**src/hdl/tweezer_pkg.sv**
```systemverilog
`default_nettype none

package tweezer_pkg;

    // Q1.15 ADC sample and DAC word
    typedef logic signed [15:0] sample_t;

    // Q1.25 PI coefficient
    typedef logic signed [25:0] coeff_t;

    // Upper 14 bits of a 16-bit output bound
    typedef logic signed [13:0] limit_t;

    typedef logic [1:0] cfg_addr_t;

    localparam cfg_addr_t CFG_KP       = 2'd0;
    localparam cfg_addr_t CFG_KI       = 2'd1;
    localparam cfg_addr_t CFG_SETPOINT = 2'd2;
    localparam cfg_addr_t CFG_LIMITS   = 2'd3;

    // One 28-bit write word, seen as a coefficient or as a limits pair
    typedef union packed {
        struct packed {
            logic [1:0] pad;
            coeff_t     coeff;
        } coeff_view;
        struct packed {
            limit_t limit_hi;
            limit_t limit_lo;
        } limits_view;
    } cfg_payload_u;

    localparam int COEFF_FRAC   = 25;
    localparam int NUM_CHANNELS = 4;

    localparam sample_t SAT_POS = 16'sh7FFF;
    localparam sample_t SAT_NEG = 16'sh8000;

    // Offset binary for the AD5541A
    localparam logic [15:0] DAC_OFFSET = 16'h8000;
    localparam int DAC_BITS       = 16;
    localparam int CS_IDLE_CYCLES = 2;

    localparam coeff_t  KP_RESET       = '0;
    localparam coeff_t  KI_RESET       = '0;
    localparam sample_t SETPOINT_RESET = '0;
    localparam limit_t  LIMIT_HI_RESET = 14'h1FFF;
    localparam limit_t  LIMIT_LO_RESET = 14'h2000;

endpackage

`default_nettype wire

```
**src/hdl/pi_coeff_if.sv**
```systemverilog
`timescale 1ns/10ps
`default_nettype none

// Live PI settings, level signals
interface pi_coeff_if;
    tweezer_pkg::coeff_t  kp;
    tweezer_pkg::coeff_t  ki;
    tweezer_pkg::sample_t setpoint;
    tweezer_pkg::limit_t  limit_hi;
    tweezer_pkg::limit_t  limit_lo;

    modport regs (
        output kp, ki, setpoint, limit_hi, limit_lo
    );

    modport ctrl (
        input  kp, ki, setpoint, limit_hi, limit_lo
    );
endinterface

`default_nettype wire

```
**src/hdl/sample_if.sv**
```systemverilog
`timescale 1ns/10ps
`default_nettype none

// Selected ADC sample on its way into the controller
interface sample_if;
    logic                 valid;
    logic                 ready;
    tweezer_pkg::sample_t data;
    logic                 saturated;

    modport src (
        output valid, data, saturated,
        input  ready
    );

    modport dst (
        input  valid, data, saturated,
        output ready
    );
endinterface

`default_nettype wire

```
**src/hdl/adc_input_stage.sv**
```systemverilog
`timescale 1ns/10ps
`default_nettype none

module adc_input_stage (
    input  wire                                  clk_adc,
    input  wire                                  rst,
    input  wire tweezer_pkg::sample_t            adc_a,
    input  wire tweezer_pkg::sample_t            adc_b,
    input  wire tweezer_pkg::sample_t            adc_c,
    input  wire tweezer_pkg::sample_t            adc_d,
    input  wire                                  adc_valid,
    input  wire [1:0]                            ch_sel,
    output logic [tweezer_pkg::NUM_CHANNELS-1:0] sat_flags,
    output logic                                 overrun,
    sample_if.src                                smp
);

    tweezer_pkg::sample_t chan [tweezer_pkg::NUM_CHANNELS];
    logic [tweezer_pkg::NUM_CHANNELS-1:0] chan_sat;
    logic blocked;

    assign chan[0] = adc_a;
    assign chan[1] = adc_b;
    assign chan[2] = adc_c;
    assign chan[3] = adc_d;

    always_comb begin
        for (int i = 0; i < tweezer_pkg::NUM_CHANNELS; i++) begin
            chan_sat[i] = (chan[i] == tweezer_pkg::SAT_POS) ||
                          (chan[i] == tweezer_pkg::SAT_NEG);
        end
    end

    // Holding register still full and not taken this cycle
    assign blocked = smp.valid && !smp.ready;

    always_ff @(posedge clk_adc) begin
        if (rst) begin
            smp.valid <= 1'b0;
            sat_flags <= '0;
            overrun   <= 1'b0;
        end else if (adc_valid) begin
            sat_flags <= chan_sat;
            if (blocked) begin
                overrun <= 1'b1;
            end else begin
                smp.valid <= 1'b1;
            end
        end else if (smp.ready) begin
            smp.valid <= 1'b0;
        end
    end

    // Sample payload, loaded only when the slot is free
    always_ff @(posedge clk_adc) begin
        if (adc_valid && !blocked) begin
            smp.data      <= chan[ch_sel];
            smp.saturated <= chan_sat[ch_sel];
        end
    end

endmodule

`default_nettype wire

```
**src/hdl/dac_serializer.sv**
```systemverilog
`timescale 1ns/10ps
`default_nettype none

module dac_serializer (
    input  wire                        clk_adc,
    input  wire                        rst,
    input  wire                        out_valid,
    output logic                       out_ready,
    input  wire tweezer_pkg::sample_t  out_data,
    output logic                       dac_sclk,
    output logic                       dac_cs_n,
    output logic                       dac_sdo
);

    logic [tweezer_pkg::DAC_BITS-1:0]                  shreg;
    logic [$clog2(2*tweezer_pkg::DAC_BITS)-1:0]        bit_cnt;
    logic [$clog2(tweezer_pkg::CS_IDLE_CYCLES+1)-1:0]  gap_cnt;
    logic                                              accept;
    logic                                              last_cycle;

    // Idle means cs_n high and the gap time served
    assign out_ready  = dac_cs_n && (gap_cnt == '0);
    assign accept     = out_valid && out_ready;
    assign last_cycle = (bit_cnt == ($bits(bit_cnt))'(2*tweezer_pkg::DAC_BITS - 1));

    assign dac_sdo = shreg[tweezer_pkg::DAC_BITS-1];

    always_ff @(posedge clk_adc) begin
        if (rst) begin
            dac_cs_n <= 1'b1;
            dac_sclk <= 1'b0;
            shreg    <= '0;
            bit_cnt  <= '0;
            gap_cnt  <= '0;
        end else if (accept) begin
            dac_cs_n <= 1'b0;
            dac_sclk <= 1'b0;
            shreg    <= out_data + tweezer_pkg::DAC_OFFSET;
            bit_cnt  <= '0;
        end else if (!dac_cs_n) begin
            dac_sclk <= !dac_sclk;
            bit_cnt  <= bit_cnt + 1'b1;
            // Next bit goes out on the falling sclk edge
            if (dac_sclk) begin
                shreg <= shreg << 1;
            end
            if (last_cycle) begin
                dac_cs_n <= 1'b1;
                dac_sclk <= 1'b0;
                gap_cnt  <= ($bits(gap_cnt))'(tweezer_pkg::CS_IDLE_CYCLES - 1);
            end
        end else if (gap_cnt != '0) begin
            gap_cnt <= gap_cnt - 1'b1;
        end
    end

endmodule

`default_nettype wire

```
**src/hdl/pi_config_regs.sv**
```systemverilog
`timescale 1ns/10ps
`default_nettype none

module pi_config_regs (
    input  wire                            clk_adc,
    input  wire                            rst,
    input  wire                            cfg_valid,
    input  wire tweezer_pkg::cfg_addr_t    cfg_addr,
    input  wire tweezer_pkg::cfg_payload_u cfg_payload,
    pi_coeff_if.regs                       coeff
);

    always_ff @(posedge clk_adc) begin
        if (rst) begin
            coeff.kp       <= tweezer_pkg::KP_RESET;
            coeff.ki       <= tweezer_pkg::KI_RESET;
            coeff.setpoint <= tweezer_pkg::SETPOINT_RESET;
            coeff.limit_hi <= tweezer_pkg::LIMIT_HI_RESET;
            coeff.limit_lo <= tweezer_pkg::LIMIT_LO_RESET;
        end else if (cfg_valid) begin
            case (cfg_addr)
                tweezer_pkg::CFG_KP: begin
                    coeff.kp <= cfg_payload.coeff_view.coeff;
                end
                tweezer_pkg::CFG_KI: begin
                    coeff.ki <= cfg_payload.coeff_view.coeff;
                end
                tweezer_pkg::CFG_SETPOINT: begin
                    // Q1.15 setpoint sits in the low half of the coefficient field
                    coeff.setpoint <= cfg_payload.coeff_view.coeff[15:0];
                end
                tweezer_pkg::CFG_LIMITS: begin
                    coeff.limit_hi <= cfg_payload.limits_view.limit_hi;
                    coeff.limit_lo <= cfg_payload.limits_view.limit_lo;
                end
            endcase
        end
    end

endmodule

`default_nettype wire

```
**src/hdl/pi_controller.sv**
```systemverilog
`timescale 1ns/10ps
`default_nettype none

module pi_controller (
    input  wire                        clk_adc,
    input  wire                        rst,
    input  wire                        pi_enable,
    input  wire                        pi_freeze,
    input  wire                        pi_reset,
    pi_coeff_if.ctrl                   coeff,
    sample_if.dst                      smp,
    output logic                       out_valid,
    input  wire                        out_ready,
    output tweezer_pkg::sample_t       out_data
);

    function automatic tweezer_pkg::sample_t clamp_to_limits(
        input logic signed [18:0]    value,
        input tweezer_pkg::sample_t  lo,
        input tweezer_pkg::sample_t  hi
    );
        if (value > 19'(hi))
            return hi;
        else if (value < 19'(lo))
            return lo;
        else
            return tweezer_pkg::sample_t'(value[15:0]);
    endfunction

    logic signed [16:0]   err;
    logic signed [42:0]   p_prod;
    logic signed [42:0]   i_prod;
    logic                 s1_valid;
    logic                 s1_sat;
    logic signed [17:0]   s1_p;
    logic signed [17:0]   s1_i;
    logic                 s1_free;
    logic                 s2_free;
    logic                 s2_load;
    logic                 hold_off;
    tweezer_pkg::sample_t hi_bound;
    tweezer_pkg::sample_t lo_bound;
    tweezer_pkg::sample_t integ;
    tweezer_pkg::sample_t integ_upd;
    tweezer_pkg::sample_t out_next;

    // Stage 1: error and both products, floored back to sample scale
    assign err    = 17'(coeff.setpoint) - 17'(smp.data);
    assign p_prod = err * coeff.kp;
    assign i_prod = err * coeff.ki;

    // Handshake, whole pipeline stalls behind out_ready
    assign s2_free   = !out_valid || out_ready;
    assign s1_free   = !s1_valid || s2_free;
    assign s2_load   = s1_valid && s2_free;
    assign smp.ready = s1_free;

    always_ff @(posedge clk_adc) begin
        if (rst) begin
            s1_valid <= 1'b0;
        end else if (s1_free) begin
            s1_valid <= smp.valid;
        end
    end

    always_ff @(posedge clk_adc) begin
        if (smp.valid && s1_free) begin
            s1_p   <= 18'(p_prod >>> tweezer_pkg::COEFF_FRAC);
            s1_i   <= 18'(i_prod >>> tweezer_pkg::COEFF_FRAC);
            s1_sat <= smp.saturated;
        end
    end

    // Stage 2: integrator and output, both held inside the limits
    assign hi_bound = {coeff.limit_hi, 2'b00};
    assign lo_bound = {coeff.limit_lo, 2'b00};
    assign hold_off = !pi_enable || pi_reset;

    always_comb begin
        if (pi_freeze)
            integ_upd = integ;
        else
            integ_upd = clamp_to_limits(19'(integ) + 19'(s1_i), lo_bound, hi_bound);

        if (hold_off)
            out_next = '0;
        else if (s1_sat)
            out_next = out_data;
        else
            out_next = clamp_to_limits(19'(s1_p) + 19'(integ_upd), lo_bound, hi_bound);
    end

    always_ff @(posedge clk_adc) begin
        if (rst) begin
            out_valid <= 1'b0;
            out_data  <= '0;
            integ     <= '0;
        end else begin
            if (s2_free) begin
                out_valid <= s1_valid;
            end
            if (s2_load) begin
                out_data <= out_next;
            end
            // Cleared while held off, even with nothing in flight
            if (hold_off) begin
                integ <= '0;
            end else if (s2_load && !s1_sat) begin
                integ <= integ_upd;
            end
        end
    end

endmodule

`default_nettype wire

```
**src/hdl/tweezer_pi_top.sv**
```systemverilog
`timescale 1ns/10ps
`default_nettype none

module tweezer_pi_top (
    input  wire                                  clk_adc,
    input  wire                                  rst,
    input  wire tweezer_pkg::sample_t            adc_a,
    input  wire tweezer_pkg::sample_t            adc_b,
    input  wire tweezer_pkg::sample_t            adc_c,
    input  wire tweezer_pkg::sample_t            adc_d,
    input  wire                                  adc_valid,
    input  wire [1:0]                            ch_sel,
    input  wire                                  cfg_valid,
    input  wire tweezer_pkg::cfg_addr_t          cfg_addr,
    input  wire tweezer_pkg::cfg_payload_u       cfg_payload,
    input  wire                                  pi_enable,
    input  wire                                  pi_freeze,
    input  wire                                  pi_reset,
    output wire                                  dac_sclk,
    output wire                                  dac_cs_n,
    output wire                                  dac_sdo,
    output wire [tweezer_pkg::NUM_CHANNELS-1:0]  sat_flags,
    output wire                                  overrun
);

    sample_if   i_sample_if ();
    pi_coeff_if i_pi_coeff_if ();

    wire                  out_valid;
    wire                  out_ready;
    tweezer_pkg::sample_t out_data;

    adc_input_stage i_adc_input_stage (
        .clk_adc   (clk_adc),
        .rst       (rst),
        .adc_a     (adc_a),
        .adc_b     (adc_b),
        .adc_c     (adc_c),
        .adc_d     (adc_d),
        .adc_valid (adc_valid),
        .ch_sel    (ch_sel),
        .sat_flags (sat_flags),
        .overrun   (overrun),
        .smp       (i_sample_if.src)
    );

    pi_config_regs i_pi_config_regs (
        .clk_adc     (clk_adc),
        .rst         (rst),
        .cfg_valid   (cfg_valid),
        .cfg_addr    (cfg_addr),
        .cfg_payload (cfg_payload),
        .coeff       (i_pi_coeff_if.regs)
    );

    pi_controller i_pi_controller (
        .clk_adc   (clk_adc),
        .rst       (rst),
        .pi_enable (pi_enable),
        .pi_freeze (pi_freeze),
        .pi_reset  (pi_reset),
        .coeff     (i_pi_coeff_if.ctrl),
        .smp       (i_sample_if.dst),
        .out_valid (out_valid),
        .out_ready (out_ready),
        .out_data  (out_data)
    );

    dac_serializer i_dac_serializer (
        .clk_adc   (clk_adc),
        .rst       (rst),
        .out_valid (out_valid),
        .out_ready (out_ready),
        .out_data  (out_data),
        .dac_sclk  (dac_sclk),
        .dac_cs_n  (dac_cs_n),
        .dac_sdo   (dac_sdo)
    );

endmodule

`default_nettype wire

```
**config.mk**
```make
export PLATFORM = sky130hd
export DESIGN_NAME = tweezer_pi_top
export DESIGN_NICKNAME = d
export VERILOG_FILES = /design/src/hdl/tweezer_pkg.sv /design/src/hdl/pi_coeff_if.sv /design/src/hdl/sample_if.sv /design/src/hdl/adc_input_stage.sv /design/src/hdl/dac_serializer.sv /design/src/hdl/pi_config_regs.sv /design/src/hdl/pi_controller.sv /design/src/hdl/tweezer_pi_top.sv
export SDC_FILE = /design/constraint.sdc
export NUM_CORES = 2
export LEC_CHECK = 0
export BUFFER_PORTS_ARGS = -buffer_cell sky130_fd_sc_hd__buf_4
export CAP_MARGIN = 20
export CELL_PAD_IN_SITES_DETAIL_PLACEMENT = 1
export CELL_PAD_IN_SITES_GLOBAL_PLACEMENT = 2
export CORE_UTILIZATION = 45
export DETAILED_ROUTE_END_ITERATION = 8
export PLACE_DENSITY_LB_ADDON = 0.1
export SYNTH_ARGS = -nofsm -noshare
export SYNTH_HDL_FRONTEND = slang
export SYNTH_SLANG_ARGS = --single-unit
```
**constraint.sdc**
```tcl
create_clock -name clk_adc -period 12.5 [get_ports clk_adc]
set_clock_uncertainty 0.15 [all_clocks]
set_input_delay 2.5 -clock clk_adc [delete_from_list [all_inputs] [get_ports clk_adc]]
set_output_delay 2.5 -clock clk_adc [all_outputs]
set_load 0.02 [all_outputs]
```
Word level (Yosys, flattened, before mapping). Cells that the tools add are included. W data, S select, Z words.

$add $sub $neg: 6. Multipliers: 2. Order comparisons: 6. Equal/unequal tests: 16. Muxes and demuxes: 25. Bitwise gates (word level): 2. Reductions and logical operators: 38.

Operators by type and width (count): $mux W16 (12); $eq A16 B16 Y1 const B (8); $mul A17 B26 Y43 (2); $gt A19 B16 Y1 (2); $lt A19 B16 Y1 (2); $bmux W16 S2 (1); $add A16 B18 Y19 (1); $add A18 B16 Y19 (1); $sub A16 B16 Y17 (1); $add A16 B16 Y16 const B (1); $reduce_and A2 Y1 (8); $mux W1 (8); $ne A2 B2 Y1 const B (4); $reduce_bool A2 Y1 (4); $logic_and A1 B1 Y1 (7); $logic_not A1 Y1 (7); $logic_or A1 B1 Y1 (7); $mux W2 (3); $add A5 B1 Y5 const B (1); $eq A5 B5 Y1 const B (1); $eq A2 B2 Y1 const B (2); $logic_not A2 Y1 (2); $reduce_or A2 Y1 (2); $ge A3 B3 Y1 const B (1); 7 further kinds (7).

Bits in registers: 215. Input bits: 103. Output and inout bits: 8. Logic and storage cells: 117.

Logic depth before layout (Yosys ltp).
Word-level depth: 11. Gate-level depth with buffers: 42.

By module. Synthesis repeated with hierarchy kept, for this count alone.

Cell total of the unflattened synthesis: 4624. Area total of the unflattened synthesis: 43162.6 um2.

By module, submodules not included: pi_controller (instances 1, cells an instance 4019, area each 36727.7 um2); pi_config_regs (instances 1, cells an instance 362, area each 3880.0 um2); adc_input_stage (instances 1, cells an instance 108, area each 1438.9 um2); dac_serializer (instances 1, cells an instance 135, area each 1116.1 um2).

Worst setup path before layout. Ideal clock, no wire load.

Path kind: register -> register. Start: register i_pi_controller.s1_i[0]. End: register i_pi_controller.out_data[10]. Setup time: 0.128 ns. Arrival time: 8.002 ns. Data required time: 12.222 ns. Slack: 4.220 ns. Cell stages (with the launch flop): 42. Clock period less this slack: 8.280 ns. Cell sequence: edfxtp_1 ha_1 fa_1 a21o_1 a21oi_1 o21ai_1 a31oi_1 o41ai_1 a21oi_1 o21ai_0 xor2_1 ha_1 a21o_1 a211oi_1 nand3b_1 a21oi_1 nand2_1 o21ai_0 [6 not listed] a21oi_1 o21ai_1 a31o_2 a21oi_1 o21ai_1 a31oi_1 xor2_1 inv_1 ha_1 and3_1 nand3_1 or2_1 or4_1 o311ai_1 nor3_1 clkbuf_1 a22oi_1 o21ai_0.

Longest elaborated chain between the ends: 11. Elaborated cells between the ends (all ways): 13.

RTL lines: start, declared (RTL line pi_controller.sv:36) `logic signed [17:0] s1_i;`; start signal, assigned (RTL line pi_controller.sv:69) `s1_i <= 18'(i_prod >>> tweezer_pkg::COEFF_FRAC);`; $add A16 B18 Y19 (*) (RTL line pi_controller.sv:83) `integ_upd = clamp_to_limits(19'(integ) + 19'(s1_i), lo_bound, hi_bound);`; $lt A19 B16 Y1 (RTL line pi_controller.sv:24) `else if (value < 19'(lo))`; $mux W16 (RTL line pi_controller.sv:24); $mux W16 (*) (RTL line pi_controller.sv:22) `if (value > 19'(hi))`; $mux W16 (*) (RTL line pi_controller.sv:80) `if (pi_freeze)`; named net i_pi_controller.integ_upd[0] (RTL line pi_controller.sv:44) `tweezer_pkg::sample_t integ_upd;`; $add A18 B16 Y19 (*) (RTL line pi_controller.sv:90) `out_next = clamp_to_limits(19'(s1_p) + 19'(integ_upd), lo_bound, hi_bound);`; $lt A19 B16 Y1 (RTL line pi_controller.sv:24); $mux W16 (RTL line pi_controller.sv:24); $mux W16 (*) (RTL line pi_controller.sv:22); $mux W16 (*) (RTL line pi_controller.sv:87) `else if (s1_sat)`; $mux W16 (*) (RTL line pi_controller.sv:85) `if (hold_off)`; end signal, assigned (RTL line pi_controller.sv:103) `out_data <= out_next;`; end, declared (RTL line pi_controller.sv:14) `output tweezer_pkg::sample_t out_data`.

The timed path passes the listed nets; every way through them passes the cells marked *. The select of a mux whose other input is x is not followed. A chain may end at the register's enable or synchronous reset.

Worst setup path after layout.
Start: register i_pi_controller.s1_i[0]. End: register i_pi_controller.out_data[15].

Same word-level chain as after synthesis.

==> impl_metrics.yaml <==
synthesis:
  synth_edf_count: 54
  postSynthAreaPerCell_um2: 8.87
  netlist_instances: 4986
  syn_area_um2: 44200
  synth_ff_type: "dfxtp_1"
  synth_cell_type_count: 86
  synth_top_cell_area_share: 0.391
  ys_seq_elements: 215
  yosys-top-cells-area: "fa_1 39%, ha_1 9.1%, inv_1 7.8%"
  seq_area_frac_synth: 0.110
  netlist_top_cells_count: "918 x inv_1, 863 x fa_1, 803 x nand2_1"
  ys_async_sr_fraction: 0
  yosysWarningCount: 0
  synth_top_cell_by_area: "fa_1"
  synth.most_common_cell: "inv_1"
  syn_nets: 6273
critical_path:
  cp.arrival_ns: 10.44
  slowest_stage: "o311ai_1"
  critPathKind: "reg -> reg"
  reg2reg_depth: 38
  r2r-end: "i_pi_controller.out_data[15]"
  r2r_setup_slack_ns: 2.42
  timing.rr.start: "i_pi_controller.s1_i[0]"
  critPathMaxStageDelay_ns: 0.56
  critPathLaunchType: "register"
  cp_max_fo: 12
  cp_common_cell: "a21oi_1"
  required_ns: 12.86
  end_kind: "register"
flow_run:
  cap_violations: 0
sta:
  finalHoldViolCount: 0
  period_needed_ns: 10.08
  rsz0062_at_grt: "false"
  fmax_mhz: 99.2
  hold_slack_ns: 0.278
  fin_crit_sh: 0.807
  worst-slew-pin-transition_ns: 1.07
  relSlewSlack: 0.285
  finalSetupViolCount: 0
  fin_setup_tns_ns: 0
  slew_violations: 0
routing:
  drc: 0
  final_antenna_net_count: 0
  vias_per_cell: 5.49
  post_drt_wl_per_cell_um: 22.7
  first_pass_iters: 5
  via_count: 34100
  drt_iter0_drc: 2098
  drt_wl_total_um: 141000
grt:
  grt.overflow.total: 0
  antenna_found_initial: 4
  grt_usage: 0.290
  grt_max_degree: 84
  grt_pass1_vias: 36900
  grt_pass1_wl_um: 220000
placement:
  place_inst: 6157
  place.gp.congestion: 0.904
  portBuffers: 110
  dpl.hpwl_um: 111000
min_path:
  whs_path_depth: 0
  hp-class: "reg -> reg"
  min_to: "i_pi_controller.s1_sat"
  min-delay-start: "i_adc_input_stage.smp.saturated"
clock_tree:
  clk_pin_slew_ns: 0.07
  cts-root-buf: "clkbuf_16"
  cts_inserted_buffers: 27
  cts_max_path_buffers: 3
  cts_setup_buffers: 0
  cts_sinks: 215
  cts_hold_buf: 0
  insertion_delay_ns: 0.61
  cts_tree: "yes"
  cts_resized: 0
  htreeDepth: 1
floorplanning:
  io_pins: 111
  die_x_um: 315
  rows: 114
  dieHeight_um: 315
  initial_utilization: 0.456
  core-area_um2: 97000
  dieArea_um2: 99500
run_status:
  status: "finished clean"
finish:
  drive_gt1_frac: 0.0704
  area_growth_pct: 7.02
  nNetsFinal: 6198
  stdcell_count: 6211
  finish.utilization: 0.488
  fillers: 11400
pwr:
  power.density_nw_per_um2: 124
  power.total_mw: 5.86
  leakage_nw: 21.2
  vdd_ir_drop_max_mv: 0.142
==> power breakdown <==
| part | internal [mW] | switching, mW | total, mW | leakage, nW |
|---|---|---|---|---|
| clock network | 0.501 | 0.374 | 0.875 | 0.463 |
| registers | 0.863 | 0.0866 | 0.950 | 1.82 |
| logic | 1.56 | 2.48 | 4.04 | 18.9 |
==> worst max-delay path, delay by kind of cell (launching register included) <==
kind,cells,cell delay [ns]
AND/OR/NAND/NOR,8,1.99
flip-flops,1,0.37
XOR/XNOR,1,0.23
adder cells (fa/ha/maj),6,1.83
AO/OA/AOI/OAI,23,5.41
==> metrics by stage <==
step / worst slack [ns] / instance area [um2]
global placement: 2.84 / 46300
global route: 1.65 / 47300
floorplan: 4.22 / 44200
finish: 2.42 / 47300
detailed placement: 2.59 / 46300
CTS: 2.53 / 47300
==> cell families after synthesis <==
logic type	Yosys count	synth area share
simple gates	1613	0.175
mux	55	0.0173
buf+inv	1213	0.103
xor+xnor	98	0.0196
fa+ha+maj	1184	0.482
flops	215	0.110
compound gates	608	0.0934
==> flip-flops by register name (all words and copies together) (netlist names), 4 cells and up <==
register,cells
i_pi_controller.out_data,16
i_dac_serializer.shreg,16
i_dac_serializer.bit_cnt,5
i_pi_config_regs.coeff.limit_hi,14
i_pi_config_regs.coeff.limit_lo,14
i_pi_config_regs.coeff.ki,26
i_adc_input_stage.smp.data,16
i_adc_input_stage.sat_flags,4
i_pi_controller.s1_p,18
i_pi_config_regs.coeff.kp,26
i_pi_controller.s1_i,18
i_pi_controller.integ,16
i_pi_config_regs.coeff.setpoint,16
==> layer usage <==
| metal | track usage | wire (um) |
|---|---|---|
| met5 | 0.00142 | 32 |
| met4 | 0.0692 | 3530 |
| met3 | 0.0413 | 8110 |
| met2 | 0.461 | 63800 |
| met1 | 0.418 | 65700 |
==> area by class of cell <==
cell class                      instances  area (um2)  share of cell area
Clock inverter                         16         199             0.00420
Multi-Input combinational cell       3558       35000               0.739
Clock buffer                           33         761              0.0161
Antenna cell                            4        10.0            0.000212
Timing Repair Buffer                  190        1470              0.0311
Sequential cell                       215        4840               0.102
Tap cell                             1276        1600              0.0337
Inverter                              919        3450              0.0729
==> layout by cell type, fill, tap and decap left out, types with 19 or more instances in the layout <==
cell	Yosys	routed
a211o_1	19	19
a211oi_1	35	34
a21o_1	48	48
a21oi_1	179	178
a311oi_1	37	37
and2_1	296	296
and3_1	19	19
buf_4	0	187
clkbuf_16	0	29
dfxtp_1	161	161
edfxtp_1	54	54
fa_1	863	862
ha_1	321	318
inv_1	918	918
mux2i_1	27	27
nand2_1	803	803
nand3_1	39	39
nand4_1	24	24
nor2_1	111	110
nor2b_1	120	118
nor3_1	79	79
nor4_1	20	20
o21ai_0	91	91
o2bb2ai_1	35	35
or2_2	43	43
xnor2_1	70	61
xor2_1	27	26
==> worst max path at each step <==
stage	startpoint	endpoint	slack [ns]	cells past startpoint
global placement	i_pi_config_regs.coeff.setpoint[0]	i_pi_controller.s1_p[8]	2.84	35
finish	i_pi_controller.s1_i[0]	i_pi_controller.out_data[15]	2.42	38
global route	i_pi_controller.s1_i[0]	i_pi_controller.out_data[15]	1.65	38
CTS	i_pi_controller.s1_i[0]	i_pi_controller.out_data[13]	2.53	38
floorplan	i_pi_controller.s1_i[0]	i_pi_controller.out_data[10]	4.22	41
detailed placement	i_pi_controller.s1_i[0]	i_pi_controller.out_data[13]	2.59	38
Note: power is estimated with default switching activity, not from simulation.
